===== src/spi_ctrl_pkg.sv =====
////////////////////////////////////////////////////////////
// shared types for the spi board-control block
// frame layout, register address codes, control nibble
// and the set/clear/toggle update rule
////////////////////////////////////////////////////////////

package spi_ctrl_pkg;

  // one frame = address byte then value byte, msb first
  localparam int FRAME_BITS = 16;

  // control registers are one nibble wide
  localparam int NIB_W = 4;

  typedef logic [NIB_W-1:0] ctrl_nib_t;

  // address codes seen in the first byte
  typedef enum logic [7:0] {
    // clears led and adc only, dac already configured before rails up
    ADDR_PWRUP    = 8'd6,
    ADDR_LED      = 8'd7,
    ADDR_MUX      = 8'd8,
    ADDR_DAC      = 8'd9,
    // clears everything, select included
    ADDR_SOFT_RST = 8'd11,
    ADDR_ADC      = 8'd14
  } reg_addr_e;

  // addr lands in the upper byte
  typedef struct packed {
    reg_addr_e  addr;
    logic [7:0] value;
  } spi_frame_t;

  // low nibble sets, high nibble clears
  // a bit named in both toggles, the other bits follow set/clear
  function automatic ctrl_nib_t apply_set_clr(ctrl_nib_t cur, logic [7:0] value);
    ctrl_nib_t set_b;
    ctrl_nib_t clr_b;
    ctrl_nib_t tog_b;
    set_b = value[NIB_W-1:0];
    clr_b = value[2*NIB_W-1:NIB_W];
    tog_b = set_b & clr_b;
    // toggled bits come out of the first term as 0, second term inverts
    return ((cur | set_b) & ~clr_b) | (~cur & tog_b);
  endfunction

endpackage

===== src/spi_ctrl_top.sv =====
////////////////////////////////////////////////////////////
// board-control block top level
// spi port, control registers, peripheral select, reply mux
////////////////////////////////////////////////////////////

module spi_ctrl_top
  import spi_ctrl_pkg::*;
#(
  parameter int NUM_PERIPH  = 5,
  parameter int SYNC_STAGES = 2
) (
  input  logic                  clk,
  input  logic                  arst_n,
  input  logic                  sck,
  input  logic                  cs_n,
  input  logic                  mosi,
  input  logic                  cs2_n,
  input  logic [NUM_PERIPH-1:0] periph_miso,
  output logic                  miso,
  output logic [NUM_PERIPH-1:0] periph_cs_n,
  output ctrl_nib_t             led,
  output ctrl_nib_t             dac_ctrl,
  output ctrl_nib_t             adc_ctrl
);

  // port side
  spi_frame_t            frame;
  logic                  frame_valid;
  reg_addr_e             read_addr;
  logic                  read_req;
  logic                  dout;
  logic [7:0]            reply_byte;

  // readback from both parts
  ctrl_nib_t             reg_rd_data;
  logic                  reg_rd_hit;
  logic [7:0]            sel_rd_data;
  logic                  sel_rd_hit;
  logic [NUM_PERIPH-1:0] sel;

  spi_slave_port #(
    .SYNC_STAGES (SYNC_STAGES)
  ) spi_slave_port_inst (
    .clk         (clk),
    .arst_n      (arst_n),
    .sck         (sck),
    .cs_n        (cs_n),
    .mosi        (mosi),
    .reply_byte  (reply_byte),
    .frame       (frame),
    .frame_valid (frame_valid),
    .read_addr   (read_addr),
    .read_req    (read_req),
    .dout        (dout)
  );

  ctrl_reg_file ctrl_reg_file_inst (
    .clk         (clk),
    .arst_n      (arst_n),
    .frame       (frame),
    .frame_valid (frame_valid),
    .read_addr   (read_addr),
    .led         (led),
    .dac_ctrl    (dac_ctrl),
    .adc_ctrl    (adc_ctrl),
    .rd_data     (reg_rd_data),
    .rd_hit      (reg_rd_hit)
  );

  periph_select #(
    .NUM_PERIPH (NUM_PERIPH)
  ) periph_select_inst (
    .clk         (clk),
    .arst_n      (arst_n),
    .frame       (frame),
    .frame_valid (frame_valid),
    .read_addr   (read_addr),
    .cs2_n       (cs2_n),
    .sel         (sel),
    .periph_cs_n (periph_cs_n),
    .rd_data     (sel_rd_data),
    .rd_hit      (sel_rd_hit)
  );

  // combinational, feeds the port in the read_req cycle
  bus_response_mux #(
    .NUM_PERIPH (NUM_PERIPH)
  ) bus_response_mux_inst (
    .reg_rd_data (reg_rd_data),
    .reg_rd_hit  (reg_rd_hit),
    .sel_rd_data (sel_rd_data),
    .sel_rd_hit  (sel_rd_hit),
    .sel         (sel),
    .cs2_n       (cs2_n),
    .dout        (dout),
    .periph_miso (periph_miso),
    .reply_byte  (reply_byte),
    .miso        (miso)
  );

endmodule


===== src/bus_response_mux.sv =====
////////////////////////////////////////////////////////////
// reply byte merge and miso routing
////////////////////////////////////////////////////////////

module bus_response_mux
  import spi_ctrl_pkg::*;
#(
  parameter int NUM_PERIPH = 5
) (
  input  ctrl_nib_t             reg_rd_data,
  input  logic                  reg_rd_hit,
  input  logic [7:0]            sel_rd_data,
  input  logic                  sel_rd_hit,
  input  logic [NUM_PERIPH-1:0] sel,
  input  logic                  cs2_n,
  input  logic                  dout,
  input  logic [NUM_PERIPH-1:0] periph_miso,
  output logic [7:0]            reply_byte,
  output logic                  miso
);

  logic periph_bit;

  // the two parts own disjoint addresses
  // unknown address reads 0
  always_comb
  begin
    if (reg_rd_hit)
      reply_byte = {4'b0000, reg_rd_data};
    else if (sel_rd_hit)
      reply_byte = sel_rd_data;
    else
      reply_byte = 8'h00;
  end

  // unselected peripherals masked off
  assign periph_bit = |(sel & periph_miso);

  // cs2_n high means the host talks to this block
  assign miso = cs2_n ? dout : periph_bit;

endmodule


===== src/periph_select.sv =====
////////////////////////////////////////////////////////////
// one-hot peripheral select register
// chip-select gating by cs2_n and readback
////////////////////////////////////////////////////////////

module periph_select
  import spi_ctrl_pkg::*;
#(
  parameter int NUM_PERIPH = 5
) (
  input  logic                  clk,
  input  logic                  arst_n,
  input  spi_frame_t            frame,
  input  logic                  frame_valid,
  input  reg_addr_e             read_addr,
  input  logic                  cs2_n,
  output logic [NUM_PERIPH-1:0] sel,
  output logic [NUM_PERIPH-1:0] periph_cs_n,
  output logic [7:0]            rd_data,
  output logic                  rd_hit
);

  logic [NUM_PERIPH-1:0] sel_dec;

  // value n picks peripheral n-1, 0 and out of range pick nothing
  always_comb
  begin
    for (int i = 0; i < NUM_PERIPH; i++)
      sel_dec[i] = (frame.value == 8'(i + 1));
  end

  // pwrup does not touch the select
  always_ff @(posedge clk or negedge arst_n)
  begin
    if (!arst_n)
      sel <= '0;
    else if (frame_valid && frame.addr == ADDR_MUX)
      sel <= sel_dec;
    else if (frame_valid && frame.addr == ADDR_SOFT_RST)
      sel <= '0;
  end

  // active low, only while the host holds cs2_n low
  assign periph_cs_n = ~(sel & {NUM_PERIPH{~cs2_n}});

  // one-hot vector, zero-extended to the reply byte
  always_comb
  begin
    rd_data = '0;
    rd_data[NUM_PERIPH-1:0] = sel;
  end

  assign rd_hit = (read_addr == ADDR_MUX);

endmodule


===== src/ctrl_reg_file.sv =====
////////////////////////////////////////////////////////////
// led, dac and adc control registers
// set/clear/toggle writes, reset commands, readback decode
////////////////////////////////////////////////////////////

module ctrl_reg_file
  import spi_ctrl_pkg::*;
(
  input  logic       clk,
  input  logic       arst_n,
  input  spi_frame_t frame,
  input  logic       frame_valid,
  input  reg_addr_e  read_addr,
  output ctrl_nib_t  led,
  output ctrl_nib_t  dac_ctrl,
  output ctrl_nib_t  adc_ctrl,
  output ctrl_nib_t  rd_data,
  output logic       rd_hit
);

  ////////////////////////////////////////////////////////////
  // register writes

  // updates land on the clock after frame_valid
  always_ff @(posedge clk or negedge arst_n)
  begin
    if (!arst_n)
    begin
      led      <= '0;
      dac_ctrl <= '0;
      adc_ctrl <= '0;
    end
    else if (frame_valid)
    begin
      case (frame.addr)
        ADDR_LED:
          led <= apply_set_clr(led, frame.value);
        ADDR_DAC:
          dac_ctrl <= apply_set_clr(dac_ctrl, frame.value);
        ADDR_ADC:
          adc_ctrl <= apply_set_clr(adc_ctrl, frame.value);
        // command, value byte ignored
        ADDR_SOFT_RST:
        begin
          led      <= '0;
          dac_ctrl <= '0;
          adc_ctrl <= '0;
        end
        // dac left alone here
        ADDR_PWRUP:
        begin
          led      <= '0;
          adc_ctrl <= '0;
        end
        // mux and unknown codes are not ours
        default:
        begin
        end
      endcase
    end
  end

  ////////////////////////////////////////////////////////////
  // readback

  // pure decode, the port captures it in the read_req cycle
  always_comb
  begin
    rd_data = '0;
    rd_hit  = 1'b0;
    case (read_addr)
      ADDR_LED:
      begin
        rd_data = led;
        rd_hit  = 1'b1;
      end
      ADDR_DAC:
      begin
        rd_data = dac_ctrl;
        rd_hit  = 1'b1;
      end
      ADDR_ADC:
      begin
        rd_data = adc_ctrl;
        rd_hit  = 1'b1;
      end
      // commands have nothing to read
      default:
      begin
        rd_data = '0;
        rd_hit  = 1'b0;
      end
    endcase
  end

endmodule


===== src/spi_slave_port.sv =====
////////////////////////////////////////////////////////////
// spi slave front end in the clk domain
// synchronizers, edge detect, frame shift-in, reply shift-out
////////////////////////////////////////////////////////////

module spi_slave_port
  import spi_ctrl_pkg::*;
#(
  parameter int SYNC_STAGES = 2
) (
  input  logic       clk,
  input  logic       arst_n,
  input  logic       sck,
  input  logic       cs_n,
  input  logic       mosi,
  input  logic [7:0] reply_byte,
  output spi_frame_t frame,
  output logic       frame_valid,
  output reg_addr_e  read_addr,
  output logic       read_req,
  output logic       dout
);

  // one spare bit so over-long frames still count past FRAME_BITS
  localparam int CNT_W = $clog2(FRAME_BITS) + 1;
  localparam int BYTE_BITS = FRAME_BITS / 2;
  localparam logic [CNT_W-1:0] CNT_MAX = '1;
  localparam logic [CNT_W-1:0] ADDR_CNT = CNT_W'(BYTE_BITS);
  localparam logic [CNT_W-1:0] FRAME_CNT = CNT_W'(FRAME_BITS);

  // the three host lines move through the synchronizer together
  typedef struct packed {
    logic sck;
    logic cs_n;
    logic mosi;
  } spi_pins_t;

  // mode 0 idle, sck low and chip select released
  localparam spi_pins_t PINS_IDLE = '{sck: 1'b0, cs_n: 1'b1, mosi: 1'b0};

  spi_pins_t             sync_q [SYNC_STAGES];
  spi_pins_t             pins_s;
  logic                  sck_d;
  logic                  cs_n_d;
  logic                  sck_rise;
  logic                  sck_fall;
  logic                  cs_rise;
  logic [CNT_W-1:0]      bit_cnt;
  logic [FRAME_BITS-1:0] rx_shift;
  logic [7:0]            tx_shift;

  ////////////////////////////////////////////////////////////
  // synchronizer and edge detect

  always_ff @(posedge clk or negedge arst_n)
  begin
    if (!arst_n)
    begin
      for (int i = 0; i < SYNC_STAGES; i++)
        sync_q[i] <= PINS_IDLE;
    end
    else
    begin
      sync_q[0] <= '{sck: sck, cs_n: cs_n, mosi: mosi};
      for (int i = 1; i < SYNC_STAGES; i++)
        sync_q[i] <= sync_q[i-1];
    end
  end

  assign pins_s = sync_q[SYNC_STAGES-1];

  // previous sample for edge detect
  always_ff @(posedge clk or negedge arst_n)
  begin
    if (!arst_n)
    begin
      sck_d  <= 1'b0;
      cs_n_d <= 1'b1;
    end
    else
    begin
      sck_d  <= pins_s.sck;
      cs_n_d <= pins_s.cs_n;
    end
  end

  // sck edges only count inside a frame
  assign sck_rise = pins_s.sck & ~sck_d & ~pins_s.cs_n;
  assign sck_fall = ~pins_s.sck & sck_d & ~pins_s.cs_n;
  assign cs_rise  = pins_s.cs_n & ~cs_n_d;

  ////////////////////////////////////////////////////////////
  // bit count, shift-in, strobes

  always_ff @(posedge clk or negedge arst_n)
  begin
    if (!arst_n)
    begin
      bit_cnt     <= '0;
      read_req    <= 1'b0;
      frame_valid <= 1'b0;
    end
    else
    begin
      // 8th bit just sampled, address byte complete
      read_req    <= sck_rise && (bit_cnt == ADDR_CNT - 1'b1);
      // exact length only
      frame_valid <= cs_rise && (bit_cnt == FRAME_CNT);
      if (pins_s.cs_n)
        bit_cnt <= '0;
      else if (sck_rise && bit_cnt != CNT_MAX)
        bit_cnt <= bit_cnt + 1'b1;
    end
  end

  // mosi into lsb, frame builds toward msb
  always_ff @(posedge clk)
  begin
    if (sck_rise)
      rx_shift <= {rx_shift[FRAME_BITS-2:0], pins_s.mosi};
  end

  // hold the finished frame for the consumers
  always_ff @(posedge clk)
  begin
    if (cs_rise)
      frame <= spi_frame_t'(rx_shift);
  end

  // valid in the read_req cycle, lower byte is the address just received
  assign read_addr = reg_addr_e'(rx_shift[BYTE_BITS-1:0]);

  ////////////////////////////////////////////////////////////
  // reply shift-out

  // load on read_req, each falling edge from the 8th on presents the next bit
  always_ff @(posedge clk or negedge arst_n)
  begin
    if (!arst_n)
    begin
      tx_shift <= '0;
      dout     <= 1'b0;
    end
    else if (pins_s.cs_n)
    begin
      tx_shift <= '0;
      dout     <= 1'b0;
    end
    else if (read_req)
      tx_shift <= reply_byte;
    else if (sck_fall && bit_cnt >= ADDR_CNT)
    begin
      dout     <= tx_shift[7];
      tx_shift <= {tx_shift[6:0], 1'b0};
    end
  end

endmodule


===== config.mk =====
export PLATFORM = sky130hd
export DESIGN_NAME = spi_ctrl_top
export DESIGN_NICKNAME = d
export VERILOG_FILES = /design/src/spi_ctrl_pkg.sv /design/src/spi_ctrl_top.sv /design/src/bus_response_mux.sv /design/src/periph_select.sv /design/src/ctrl_reg_file.sv /design/src/spi_slave_port.sv
export SDC_FILE = /design/constraint.sdc
export NUM_CORES = 1
export LEC_CHECK = 0
export BUFFER_PORTS_ARGS = -buffer_cell sky130_fd_sc_hd__buf_2
export CAP_MARGIN = 40
export CORE_ASPECT_RATIO = 1.75
export CORE_MARGIN = 5
export CORE_UTILIZATION = 53
export DETAILED_ROUTE_END_ITERATION = 16
export PLACE_DENSITY = 0.75
export SYNTH_ARGS = -nofsm -noshare
export SYNTH_HDL_FRONTEND = slang
export SYNTH_SLANG_ARGS = --single-unit
export TNS_END_PERCENT = 100

===== constraint.sdc =====
create_clock -name clk -period 2.2 [get_ports clk]
set_input_delay 0.66 -clock clk [delete_from_list [all_inputs] [get_ports clk]]
set_output_delay 0.66 -clock clk [all_outputs]
set_load 0.02 [all_outputs]

==> qor.yml, run 1 <==
route:
  drt-vias-per-instance: 5.791
  wl_mm: 6.292
  vias: 2137
  detail-route-antenna-nets: 0
  avgRoutedWirePerCell_um: 17.05
  drc: 0
  dr.pass1.iters: 6
  drt_iter0_markers: 196
clock_tree:
  htreeDepth: 3
  clockBufferDepth: 2
  cts_tree: "built"
  hold_buffers: 0
  cts.clk_slew.worst_paths_ns: 0.07
  clock_latency_ns: 0.34
  cts_sinks: 73
  cts_buffers: 9
  root_buffer: "clkbuf_8"
finish:
  syn2layout_area_growth_pct: 15.98
  fin_util_pct: 63.48
  final_area_mm2: 0.003732
  nets: 300
  layout_common_cells: "dfrtp_1, edfxtp_1, buf_2, nand2_1, nor2b_1"
  nFillCells: 451
  antenna_cells: 0
  final_common_cell: "dfrtp_1"
  drive_gt1_share_pct: 25.09
sta:
  slew_violations: 0
  fin_skew_ns: 0.005027
  tightest_slew_ns: 0.6457
  fin_ws_ns: -0.0006587
  fin_crit_sh_pct: 100.0
  fmax_mhz: 454.4
  rsz0062_at_grt: "true"
  relSlewSlack_pct: 56.82
  hold_viol: 0
  setup_viol: 1
  min_period_ns: 2.201
synth:
  synth_nets: 259
  yosysUniqueCellTypes: 56
  yosysWarnings: 0
  yosys.area.top_type: "edfxtp_1"
  synth_top_area_share_pct: 29.86
  postSynthAreaPerCell_um2: 13.14
  synth_area_leaders: "edfxtp_1, dfrtp_1, dfstp_2"
  synth-edff-count: 32
  async_flop_share_pct: 56.16
  synth_ff_type: "dfrtp_1"
  seq_area_frac_synth_pct: 61.86
  syn_area_mm2: 0.003218
  synth_seq_cells: 73
  syn_inst: 245
floorplanning:
  start_util_pct: 54.74
  io_pins: 29
  std_cell_rows: 37
  core_mm2: 0.005879
  fp.dieH_um: 113.1
  die_w_um: 68.91
  dieArea_mm2: 0.007792
global_route:
  grt_max_degree: 17
  antenna_found_initial: 0
  grt_pass1_wl_mm: 10.39
  grt_pass1_vias: 2150
  grt.total_usage_pct: 18.32
  overflow: 0
placed_design:
  placedInstanceArea_mm2: 0.003463
  gp_congestion: 0.8386
  hpwl_mm: 4.574
  port_buffers: 28
worst_hold_path:
  hold_path_class: "input port to asynchronous set/reset pin"
setup_path:
  critical_path_required_ns: 1.54
  reg2reg_to: "ctrl_reg_file_inst.adc_ctrl[1]"
  cp-start-kind: "input port"
  worstSetupStartpoint: "periph_miso[0]"
  cp-end-kind: "output port"
  path_max_fanout: 1
  reg2reg_setup_slack_ns: 0.28
  cp.arrival_ns: 1.54
  crit_end: "miso"
  r2r.worst_path.cells: 4
  r2r_start: "spi_slave_port_inst.frame[11]"
  worstSetupPathType: "input port to output port"
power_and_ir_drop:
  vdd_drop_max_mv: 0.4868
  p_leak_nw: 1.489
  power_density_mw_per_mm2: 748.1
run:
  drv_cap: 0
run_status:
  status: "finished with violations"
  violations: "negative setup slack"
-- Yosys cell counts (all sizes together), types with 3 or more instances --
master  number
nor2        11
a22o         3
nor4b        3
inv          5
nand3        4
dfstp        3
o31ai       10
nor3         6
nor4         3
and3b        3
buf          6
nor2b       11
or2          3
edfxtp      32
dfrtp       38
nand2       21
nor3b        4
o22ai        3
nand2b      10
a31oi        5
o21ai       11
mux2i        7
ha           3
nand4        3
a22oi       10
-- power by group --
group | internal, W | switching, W | total [W]
sequential | 0.00145 | 0.0000306 | 0.00148
combinational | 0.0000318 | 0.0000457 | 0.0000775
clock | 0.000756 | 0.000474 | 0.00123
total | 0.00224 | 0.000551 | 0.00279
-- cell type report --
class / instances / area [um2] / area share (%)
inverter: 5 / 18.77 / 0.5028
clock buffer: 11 / 131.4 / 3.520
sequential: 73 / 1991 / 53.34
clock inverter: 5 / 106.4 / 2.849
tap: 78 / 97.59 / 2.615
multi-input combinational: 160 / 1164 / 31.18
timing repair buffer: 37 / 224.0 / 6.001
-- per-stage QoR --
step	hold slack, ns	total power [W]	instances	setup TNS [ns]	setup slack (ns)
2_1_floorplan	0.3312	0.001545	245	0	0.1016
3_3_place_gp	0.3317	0.001584	350	-0.009932	-0.009932
3_5_place_dp	0.3364	0.001590	351	-0.01784	-0.01784
4_1_cts	0.1650	0.002823	369	-0.01934	-0.01934
5_1_grt	0.1777	0.002898	369	-0.06789	-0.06789
6_report	0.1786	0.002792	369	-0.0006587	-0.0006587
-- worst max-delay path, stage by stage --
cell and delay (ns):
buf_6 0.09, a222oi_1 0.30, nand2_1 0.08, mux2_4 0.28, buf_6 0.13
-- repair_timing --
| action | in CTS | in global routing |
|---|---|---|
| endpoints found under the setup margin | 1 | 1 |
| pin swaps | 2 | 2 |
| gates cloned | 0 | 0 |
| buffers inserted | 2 | 0 |
| resized for setup | 2 | 2 |
-- cell families (layout without fill, tap and decap cells) --
logic type / count (synthesis) / count (layout) / share of synthesized area (%)
AO/OA/AOI/OAI: 56 / 56 / 13.84
buffers and inverters: 12 / 58 / 2.255
AND/OR/NAND/NOR: 88 / 88 / 16.91
multiplexers: 9 / 9 / 2.877
adder cells (fa/ha/maj): 3 / 3 / 1.167
XOR/XNOR: 4 / 4 / 1.089
flip-flops: 73 / 73 / 61.86
-- layer usage --
layer / vias to the layer above / global-route usage [%] / routed length (um)
met5: - / 0 / 0
met4: 0 / 12.24 / 269
met3: 24 / 4.866 / 294
met2: 55 / 30.23 / 3403
met1: 1050 / 19.67 / 2324
li1: 1008 / - / -
-- sequential cells by signal, summed over array words and instances, names as in the netlist --
| name | cells |
|---|---|
| ctrl_reg_file_inst.adc_ctrl | 4 |
| spi_slave_port_inst.frame_valid | 1 |
| spi_slave_port_inst.sync_q | 3 |
| spi_slave_port_inst.tx_shift | 8 |
| periph_select_inst.sel | 5 |
| spi_slave_port_inst.cs_n_d | 1 |
| spi_slave_port_inst.dout | 1 |
| spi_slave_port_inst.read_req | 1 |
| ctrl_reg_file_inst.led | 4 |
| ctrl_reg_file_inst.dac_ctrl | 4 |
| spi_slave_port_inst.frame | 16 |
| spi_slave_port_inst.pins_s | 3 |
| spi_slave_port_inst.bit_cnt | 5 |
| spi_slave_port_inst.rx_shift | 16 |
| spi_slave_port_inst.sck_d | 1 |
-- worst min path at each step --
stage                     depth (start not counted)                             end  slack [ns]
after floorplan                                   0   spi_slave_port_inst.pins_s[0]        0.33
after global placement                            0   spi_slave_port_inst.pins_s[0]        0.33
after detailed placement                          0   spi_slave_port_inst.pins_s[2]        0.34
after CTS                                         1       ctrl_reg_file_inst.led[3]        0.17
after global routing                              1       ctrl_reg_file_inst.led[3]        0.18
final                                             1  ctrl_reg_file_inst.dac_ctrl[3]        0.18
(Power assumes the default switching activity.)
==> inputs of run 2 (changes only) <==
--- a/config.mk
+++ b/config.mk
@@ -11,7 +11,7 @@
 export CORE_MARGIN = 5
 export CORE_UTILIZATION = 53
 export DETAILED_ROUTE_END_ITERATION = 16
-export PLACE_DENSITY = 0.75
+export PLACE_DENSITY_LB_ADDON = 0.08
 export SYNTH_ARGS = -nofsm -noshare
 export SYNTH_HDL_FRONTEND = slang
 export SYNTH_SLANG_ARGS = --single-unit
==> run 2 against run 1 <==
Net effect:
- the run still ends with negative setup slack left
- clock power fell by 17%
- core utilization decreased by 0.96 points
- critical path type unchanged
- critical path depth is the same
- critical endpoint unchanged
- flip-flop and latch count stayed put
- global-route usage fell by 0.50 points
- highest routed layer unchanged
- worst setup slack got worse by 0.029 ns
- final area down 1.5%
- worst hold slack better by 0.18 ns
- die area is the same
- sequential power barely moved
- largest cell class unchanged
- combinational power hardly changed
==> qor.yml, run 2 (synthesized netlist as in run 1, its figures left out) <==
finish:
  nFillCells: 478  # was 451
  ff_latch_area_mm2: 0.001991  # unchanged
  layout_common_cells: "dfrtp_1, edfxtp_1, buf_2, nand2_1, nor2b_1"  # unchanged
  syn2layout_area_growth_pct: 14.23  # was 15.98%
  drive_gt1_share_pct: 25.77  # was 25.09%
  reg.largest.list: "spi_slave_port_inst.frame x16, spi_slave_port_inst.rx_shift x16, spi_slave_port_inst.tx_shift x8"  # unchanged
  final_common_cell: "dfrtp_1"  # unchanged
  multiInputGateArea_mm2: 0.001160  # was 0.001164 mm2
  antenna_cells: 0  # unchanged
  nets: 300  # unchanged
sta:
  fin_ws_ns: -0.02968  # was -0.0006587 ns
  tns_ns: -0.02968  # was -0.0006587 ns
  hold_viol: 0  # unchanged
  fin_crit_sh_pct: 101.3  # was 100.0%
  min_period_ns: 2.230  # was 2.201 ns
  fin_skew_ns: 0.008696  # was 0.005027 ns
  relSlewSlack_pct: 63.16  # was 56.82%
  slew_violations: 0  # unchanged
  tightest_slew_ns: 0.5515  # was 0.6457 ns
  fmax_mhz: 448.5  # was 454.4 MHz
  rsz0062_at_grt: "true"  # unchanged
  setup_viol: 1  # unchanged
power_and_ir_drop:
  finalPower_w: 0.002582  # was 0.002792 W
  vdd_drop_max_mv: 0.5090  # was 0.4868 mV
  p_leak_nw: 1.472  # was 1.489 nW
  power_density_mw_per_mm2: 702.3  # was 748.1 mW/mm2
route:
  detail-route-antenna-nets: 0  # unchanged
  vias: 2076  # was 2,137
  top_layer: "met4"  # unchanged
  avgRoutedWirePerCell_um: 16.42  # was 17.05 um
  drt_iter0_markers: 120  # was 196
  dr_wl_met3_um: 342  # was 294 um
  drt-vias-per-instance: 5.626  # was 5.791
  dr.pass1.iters: 4  # was 6
  drt-met1-wl_mm: 2.579  # was 2.324 mm
  drc: 0  # unchanged
  wl_met2_mm: 2.955  # was 3.403 mm
  wl_mm: 6.059  # was 6.292 mm
global_route:
  grt_max_degree: 42  # was 17
  grt_pass1_vias: 2069  # was 2,150
  grt.total_usage_pct: 17.82  # was 18.32%
  grt_pass1_wl_mm: 10.18  # was 10.39 mm
  antenna_found_initial: 0  # unchanged
  overflow: 0  # unchanged
setup_path:
  r2r_start: "spi_slave_port_inst.frame[8]"  # was spi_slave_port_inst.frame[11]
  path_max_fanout: 1  # unchanged
  cp.arrival_ns: 1.57  # was 1.54 ns
  cp-start-kind: "input port"  # unchanged
  reg2reg_to: "ctrl_reg_file_inst.led[1]"  # was ctrl_reg_file_inst.adc_ctrl[1]
  reg2reg_setup_slack_ns: 0.31  # was 0.28 ns
  critical_path_required_ns: 1.54  # about the same
  cp-end-kind: "output port"  # unchanged
  worstSetupPathType: "input port to output port"  # unchanged
  r2r.worst_path.cells: 5  # was 4
clock_tree:
  cts_sinks: 73  # unchanged
  cts_buffers: 9  # unchanged
  cts.clk_slew.worst_paths_ns: 0.08  # was 0.07 ns
  htreeDepth: 3  # unchanged
  cts_tree: "built"  # unchanged
  clock_latency_ns: 0.35  # was 0.34 ns
  root_buffer: "clkbuf_8"  # unchanged
  clockBufferDepth: 2  # unchanged
floorplanning:
  core_mm2: 0.005879  # unchanged
  io_pins: 29  # unchanged
  fp.dieH_um: 113.1  # unchanged
  std_cell_rows: 37  # unchanged
  start_util_pct: 54.74  # unchanged
  dieArea_mm2: 0.007792  # unchanged
  die_w_um: 68.91  # unchanged
placed_design:
  gp_congestion: 0.7897  # was 0.8386
  port_buffers: 28  # unchanged
  hpwl_mm: 4.346  # was 4.574 mm
run:
  drv_cap: 0  # unchanged
worst_hold_path:
  hold_path_class: "flip-flop to flip-flop"  # was input port to asynchronous set/reset pin
  hp-start: "spi_slave_port_inst.sync_q[4]"
  min_to: "spi_slave_port_inst.pins_s[1]"
  hold_depth: 0
run_status:
  status: "finished with violations"  # unchanged
  violations: "negative setup slack"  # unchanged
[run 2: final cells by class]
class | count | area share, %
sequential | 73 | 54.15
timing repair buffer | 37 | 5.820
multi-input combinational | 160 | 31.55
clock buffer | 9 | 3.370
inverter | 5 | 0.5106
tap | 78 | 2.655
clock inverter | 7 | 1.940
[run 2: worst max path at each step]
| stage | endpoint | cells after the start | start | slack [ns] |
|---|---|---|---|---|
| 2_1_floorplan | spi_slave_port_inst.rx_shift[0] | 1 | spi_slave_port_inst.sck_d | 0.10 |
| 3_3_place_gp | miso | 5 | periph_miso[0] | -0.01 |
| 3_5_place_dp | miso | 5 | periph_miso[0] | -0.04 |
| 4_1_cts | miso | 4 | periph_select_inst.sel[0] | -0.03 |
| 5_1_grt | miso | 4 | periph_select_inst.sel[1] | -0.11 |
| 6_report | miso | 5 | periph_miso[0] | -0.03 |
[run 2: repair_timing]
action | 4_1_cts | 5_1_grt
setup endpoints to repair | 1 | 1
endpoints found under the hold margin | 0 | 0
hold buffers | 0 | 0
gates resized for setup | 2 | 0
pin swaps | 2 | 2
setup buffers | 2 | 0
[run 2: worst max-delay path, cell delays in order]
cell and delay [ns]:
buf_2 0.10, a222oi_1 0.31, nand2_1 0.09, mux2_2 0.28
buf_6 0.13
[run 2: routing by layer]
| metal | global-route usage (%) | up-vias |
|---|---|---|
| met5 | 0 | - |
| met2 | 28.13 | 59 |
| met1 | 22.07 | 992 |
| met4 | 8.984 | 0 |
| met3 | 4.568 | 16 |
| li1 | - | 1009 |
[run 2: power by group]
part           switching, W  internal (W)
clock              0.000501      0.000523
combinational     0.0000480     0.0000296
sequential        0.0000277       0.00145
[run 2: per-stage QoR]
stage	util [%]	worst slack [ns]	instance area, um2	std cells	hold slack, ns
6_report	62.52	-0.02968	3676	369	0.3545
5_1_grt	62.52	-0.1076	3676	369	0.3630
4_1_cts	62.52	-0.03252	3676	369	0.3587
3_5_place_dp	58.84	-0.03996	3460	351	0.3373
3_3_place_gp	58.71	-0.01220	3452	350	0.3326
2_1_floorplan	-	0.1016	3218	245	0.3312
==> inputs of run 3 (changes only) <==
--- a/config.mk
+++ b/config.mk
@@ -11,7 +11,7 @@
 export CORE_MARGIN = 5
 export CORE_UTILIZATION = 53
 export DETAILED_ROUTE_END_ITERATION = 16
-export PLACE_DENSITY_LB_ADDON = 0.08
+export PLACE_DENSITY_LB_ADDON = 0.3
 export SYNTH_ARGS = -nofsm -noshare
 export SYNTH_HDL_FRONTEND = slang
 export SYNTH_SLANG_ARGS = --single-unit
==> run 3 against run 2 <==
Net effect:
- the run still ends with negative setup slack left
- register-to-register slack about the same
- via count up 3.4%
- combinational power up 5.3%
- routed wire length up 1.6%
- clock skew up 0.00074 ns
- worst setup slack better by 0.026 ns
==> qor.yml, run 3 (synthesized netlist as in run 1, its figures left out) <==
sta:
  fmax_mhz: 453.9  # was 448.5 MHz
  fin_skew_ns: 0.009436  # was 0.008696 ns
  hold_viol: 0  # unchanged
  setup_viol: 1  # unchanged
  slew_violations: 0  # unchanged
  min_period_ns: 2.203  # was 2.230 ns
  tightest_slew_ns: 0.6292  # was 0.5515 ns
  timing.hold.ws_ns: 0.2813  # was 0.3545 ns
  relSlewSlack_pct: 57.93  # was 63.16%
  rsz0062_at_grt: "true"  # unchanged
  fin_ws_ns: -0.003304  # was -0.02968 ns
  fin_crit_sh_pct: 100.2  # was 101.3%
finish:
  drive_gt1_share_pct: 25.68  # was 25.77%
  ff_latch_area_mm2: 0.001991  # unchanged
  nFillCells: 488  # was 478
  antenna_cells: 0  # unchanged
  layout_common_cells: "dfrtp_1, edfxtp_1, buf_2, nand2_1, nor2b_1"  # unchanged
  final_area_mm2: 0.003681  # was 0.003676 mm2
  final_common_cell: "dfrtp_1"  # unchanged
  syn2layout_area_growth_pct: 14.39  # was 14.23%
  multiInputGateArea_mm2: 0.001160  # unchanged
  reg.largest.list: "spi_slave_port_inst.frame x16, spi_slave_port_inst.rx_shift x16, spi_slave_port_inst.tx_shift x8"  # unchanged
  nets: 301  # was 300
global_route:
  grt_max_degree: 25  # was 42
  antenna_found_initial: 0  # unchanged
  grt_pass1_wl_mm: 10.45  # was 10.18 mm
  grt.total_usage_pct: 18.34  # was 17.82%
  overflow: 0  # unchanged
  grt_pass1_vias: 2147  # was 2,069
placed_design:
  hpwl_mm: 4.498  # was 4.346 mm
  dp_slack_ns: -0.007321  # was -0.03996 ns
  port_buffers: 28  # unchanged
  placedInstanceArea_mm2: 0.003471  # was 0.003460 mm2
  gp_congestion: 0.8514  # was 0.7897
worst_hold_path:
  hold_path_class: "input port to asynchronous set/reset pin"  # was flip-flop to flip-flop
setup_path:
  cp-end-kind: "output port"  # unchanged
  cp.arrival_ns: 1.54  # was 1.57 ns
  path_max_fanout: 1  # unchanged
  worstSetupPathType: "input port to output port"  # unchanged
  cp-start-kind: "input port"  # unchanged
  reg2reg_setup_slack_ns: 0.32  # was 0.31 ns
  critical_path_required_ns: 1.54  # about the same
clock_tree:
  hold_buffers: 0  # unchanged
  cts_buffers: 9  # unchanged
  htreeDepth: 3  # unchanged
  cts_tree: "built"  # unchanged
  clockBufferDepth: 2  # unchanged
  root_buffer: "clkbuf_8"  # unchanged
  clock_latency_ns: 0.34  # was 0.35 ns
  cts.clk_slew.worst_paths_ns: 0.08  # about the same
  cts_sinks: 73  # unchanged
route:
  avgRoutedWirePerCell_um: 16.63  # was 16.42 um
  drt_iter0_markers: 136  # was 120
  detail-route-antenna-nets: 0  # unchanged
  vias: 2146  # was 2,076
  wl_mm: 6.154  # was 6.059 mm
  drc: 0  # unchanged
  drt-vias-per-instance: 5.800  # was 5.626
  dr.pass1.iters: 4  # unchanged
floorplanning:
  die_w_um: 68.91  # unchanged
  core_mm2: 0.005879  # unchanged
  dieArea_mm2: 0.007792  # unchanged
  fp.dieH_um: 113.1  # unchanged
  start_util_pct: 54.74  # unchanged
  io_pins: 29  # unchanged
  std_cell_rows: 37  # unchanged
run_status:
  status: "finished with violations"  # unchanged
  violations: "negative setup slack"  # unchanged
power_and_ir_drop:
  vdd_drop_max_mv: 0.5391  # was 0.5090 mV
  p_leak_nw: 1.456  # was 1.472 nW
  power_density_mw_per_mm2: 698.2  # was 702.3 mW/mm2
run:
  drv_cap: 0  # unchanged
## run 3: cell types whose count changed in the layout (fill, tap and decap cells not counted)
cell | previous run | this run
clkinv_4 | 3 | 0
clkinv_2 | 3 | 0
clkinvlp_4 | 0 | 5
clkinv_1 | 0 | 1
buf_2 | 27 | 28
## run 3: per-stage QoR
stage	setup TNS, ns	power [W]	utilization [%]	cells
3_5_place_dp	-0.007321	0.001592	59.03	352
4_1_cts	-0.007756	0.002595	62.61	370
6_report	-0.003304	0.002570	62.61	370
5_1_grt	-0.08483	0.002672	62.61	370
3_3_place_gp	-0.01440	0.001586	58.84	351
2_1_floorplan	0	0.001545	-	245
## run 3: report_power, final
part / switching [W] / internal, W
clock network: 0.000490 / 0.000518
logic: 0.0000495 / 0.0000321
registers: 0.0000271 / 0.00145
## run 3: layer usage
metal / vias to the layer above / part of all wire (%) / GRT usage (%)
met5: - / 0 / 0
met4: 0 / 5.3 / 12.24
met3: 25 / 5.1 / 5.065
met2: 62 / 53 / 29.72
met1: 1053 / 37 / 20.13
li1: 1006 / - / -
## run 3: worst paths after layout
| path | to | cells after the start | startpoint |
|---|---|---|---|
| max | miso | 5 | periph_miso[0] |
| min | ctrl_reg_file_inst.led[3] | 1 | arst_n |
| max reg2reg | ctrl_reg_file_inst.led[0] | 4 | spi_slave_port_inst.frame[11] |
| min reg2reg | spi_slave_port_inst.pins_s[2] | 0 | spi_slave_port_inst.sync_q[5] |
| max in group asynchronous | spi_slave_port_inst.cs_n_d | 2 | arst_n |
| min in group clk | spi_slave_port_inst.pins_s[2] | 0 | spi_slave_port_inst.sync_q[5] |
## run 3: timing repair
action / CTS / global route
buffers inserted: 2 / 0
gates resized for setup: 0 / 0
endpoints found under the setup margin: 1 / 1
## run 3: final cells by class
| class | instances | area share (%) |
|---|---|---|
| sequential | 73 | 54.08 |
| tap | 78 | 2.651 |
| clock buffer | 9 | 3.365 |
| inverter | 5 | 0.5099 |
| clock inverter | 7 | 1.937 |
| timing repair buffer | 38 | 5.948 |
| multi-input combinational | 160 | 31.51 |
## run 3: critical path, stage by stage
cell and delay [ns]:
buf_2 0.09, a222oi_1 0.30, nand2_1 0.07, mux2_2 0.26, buf_2 0.16
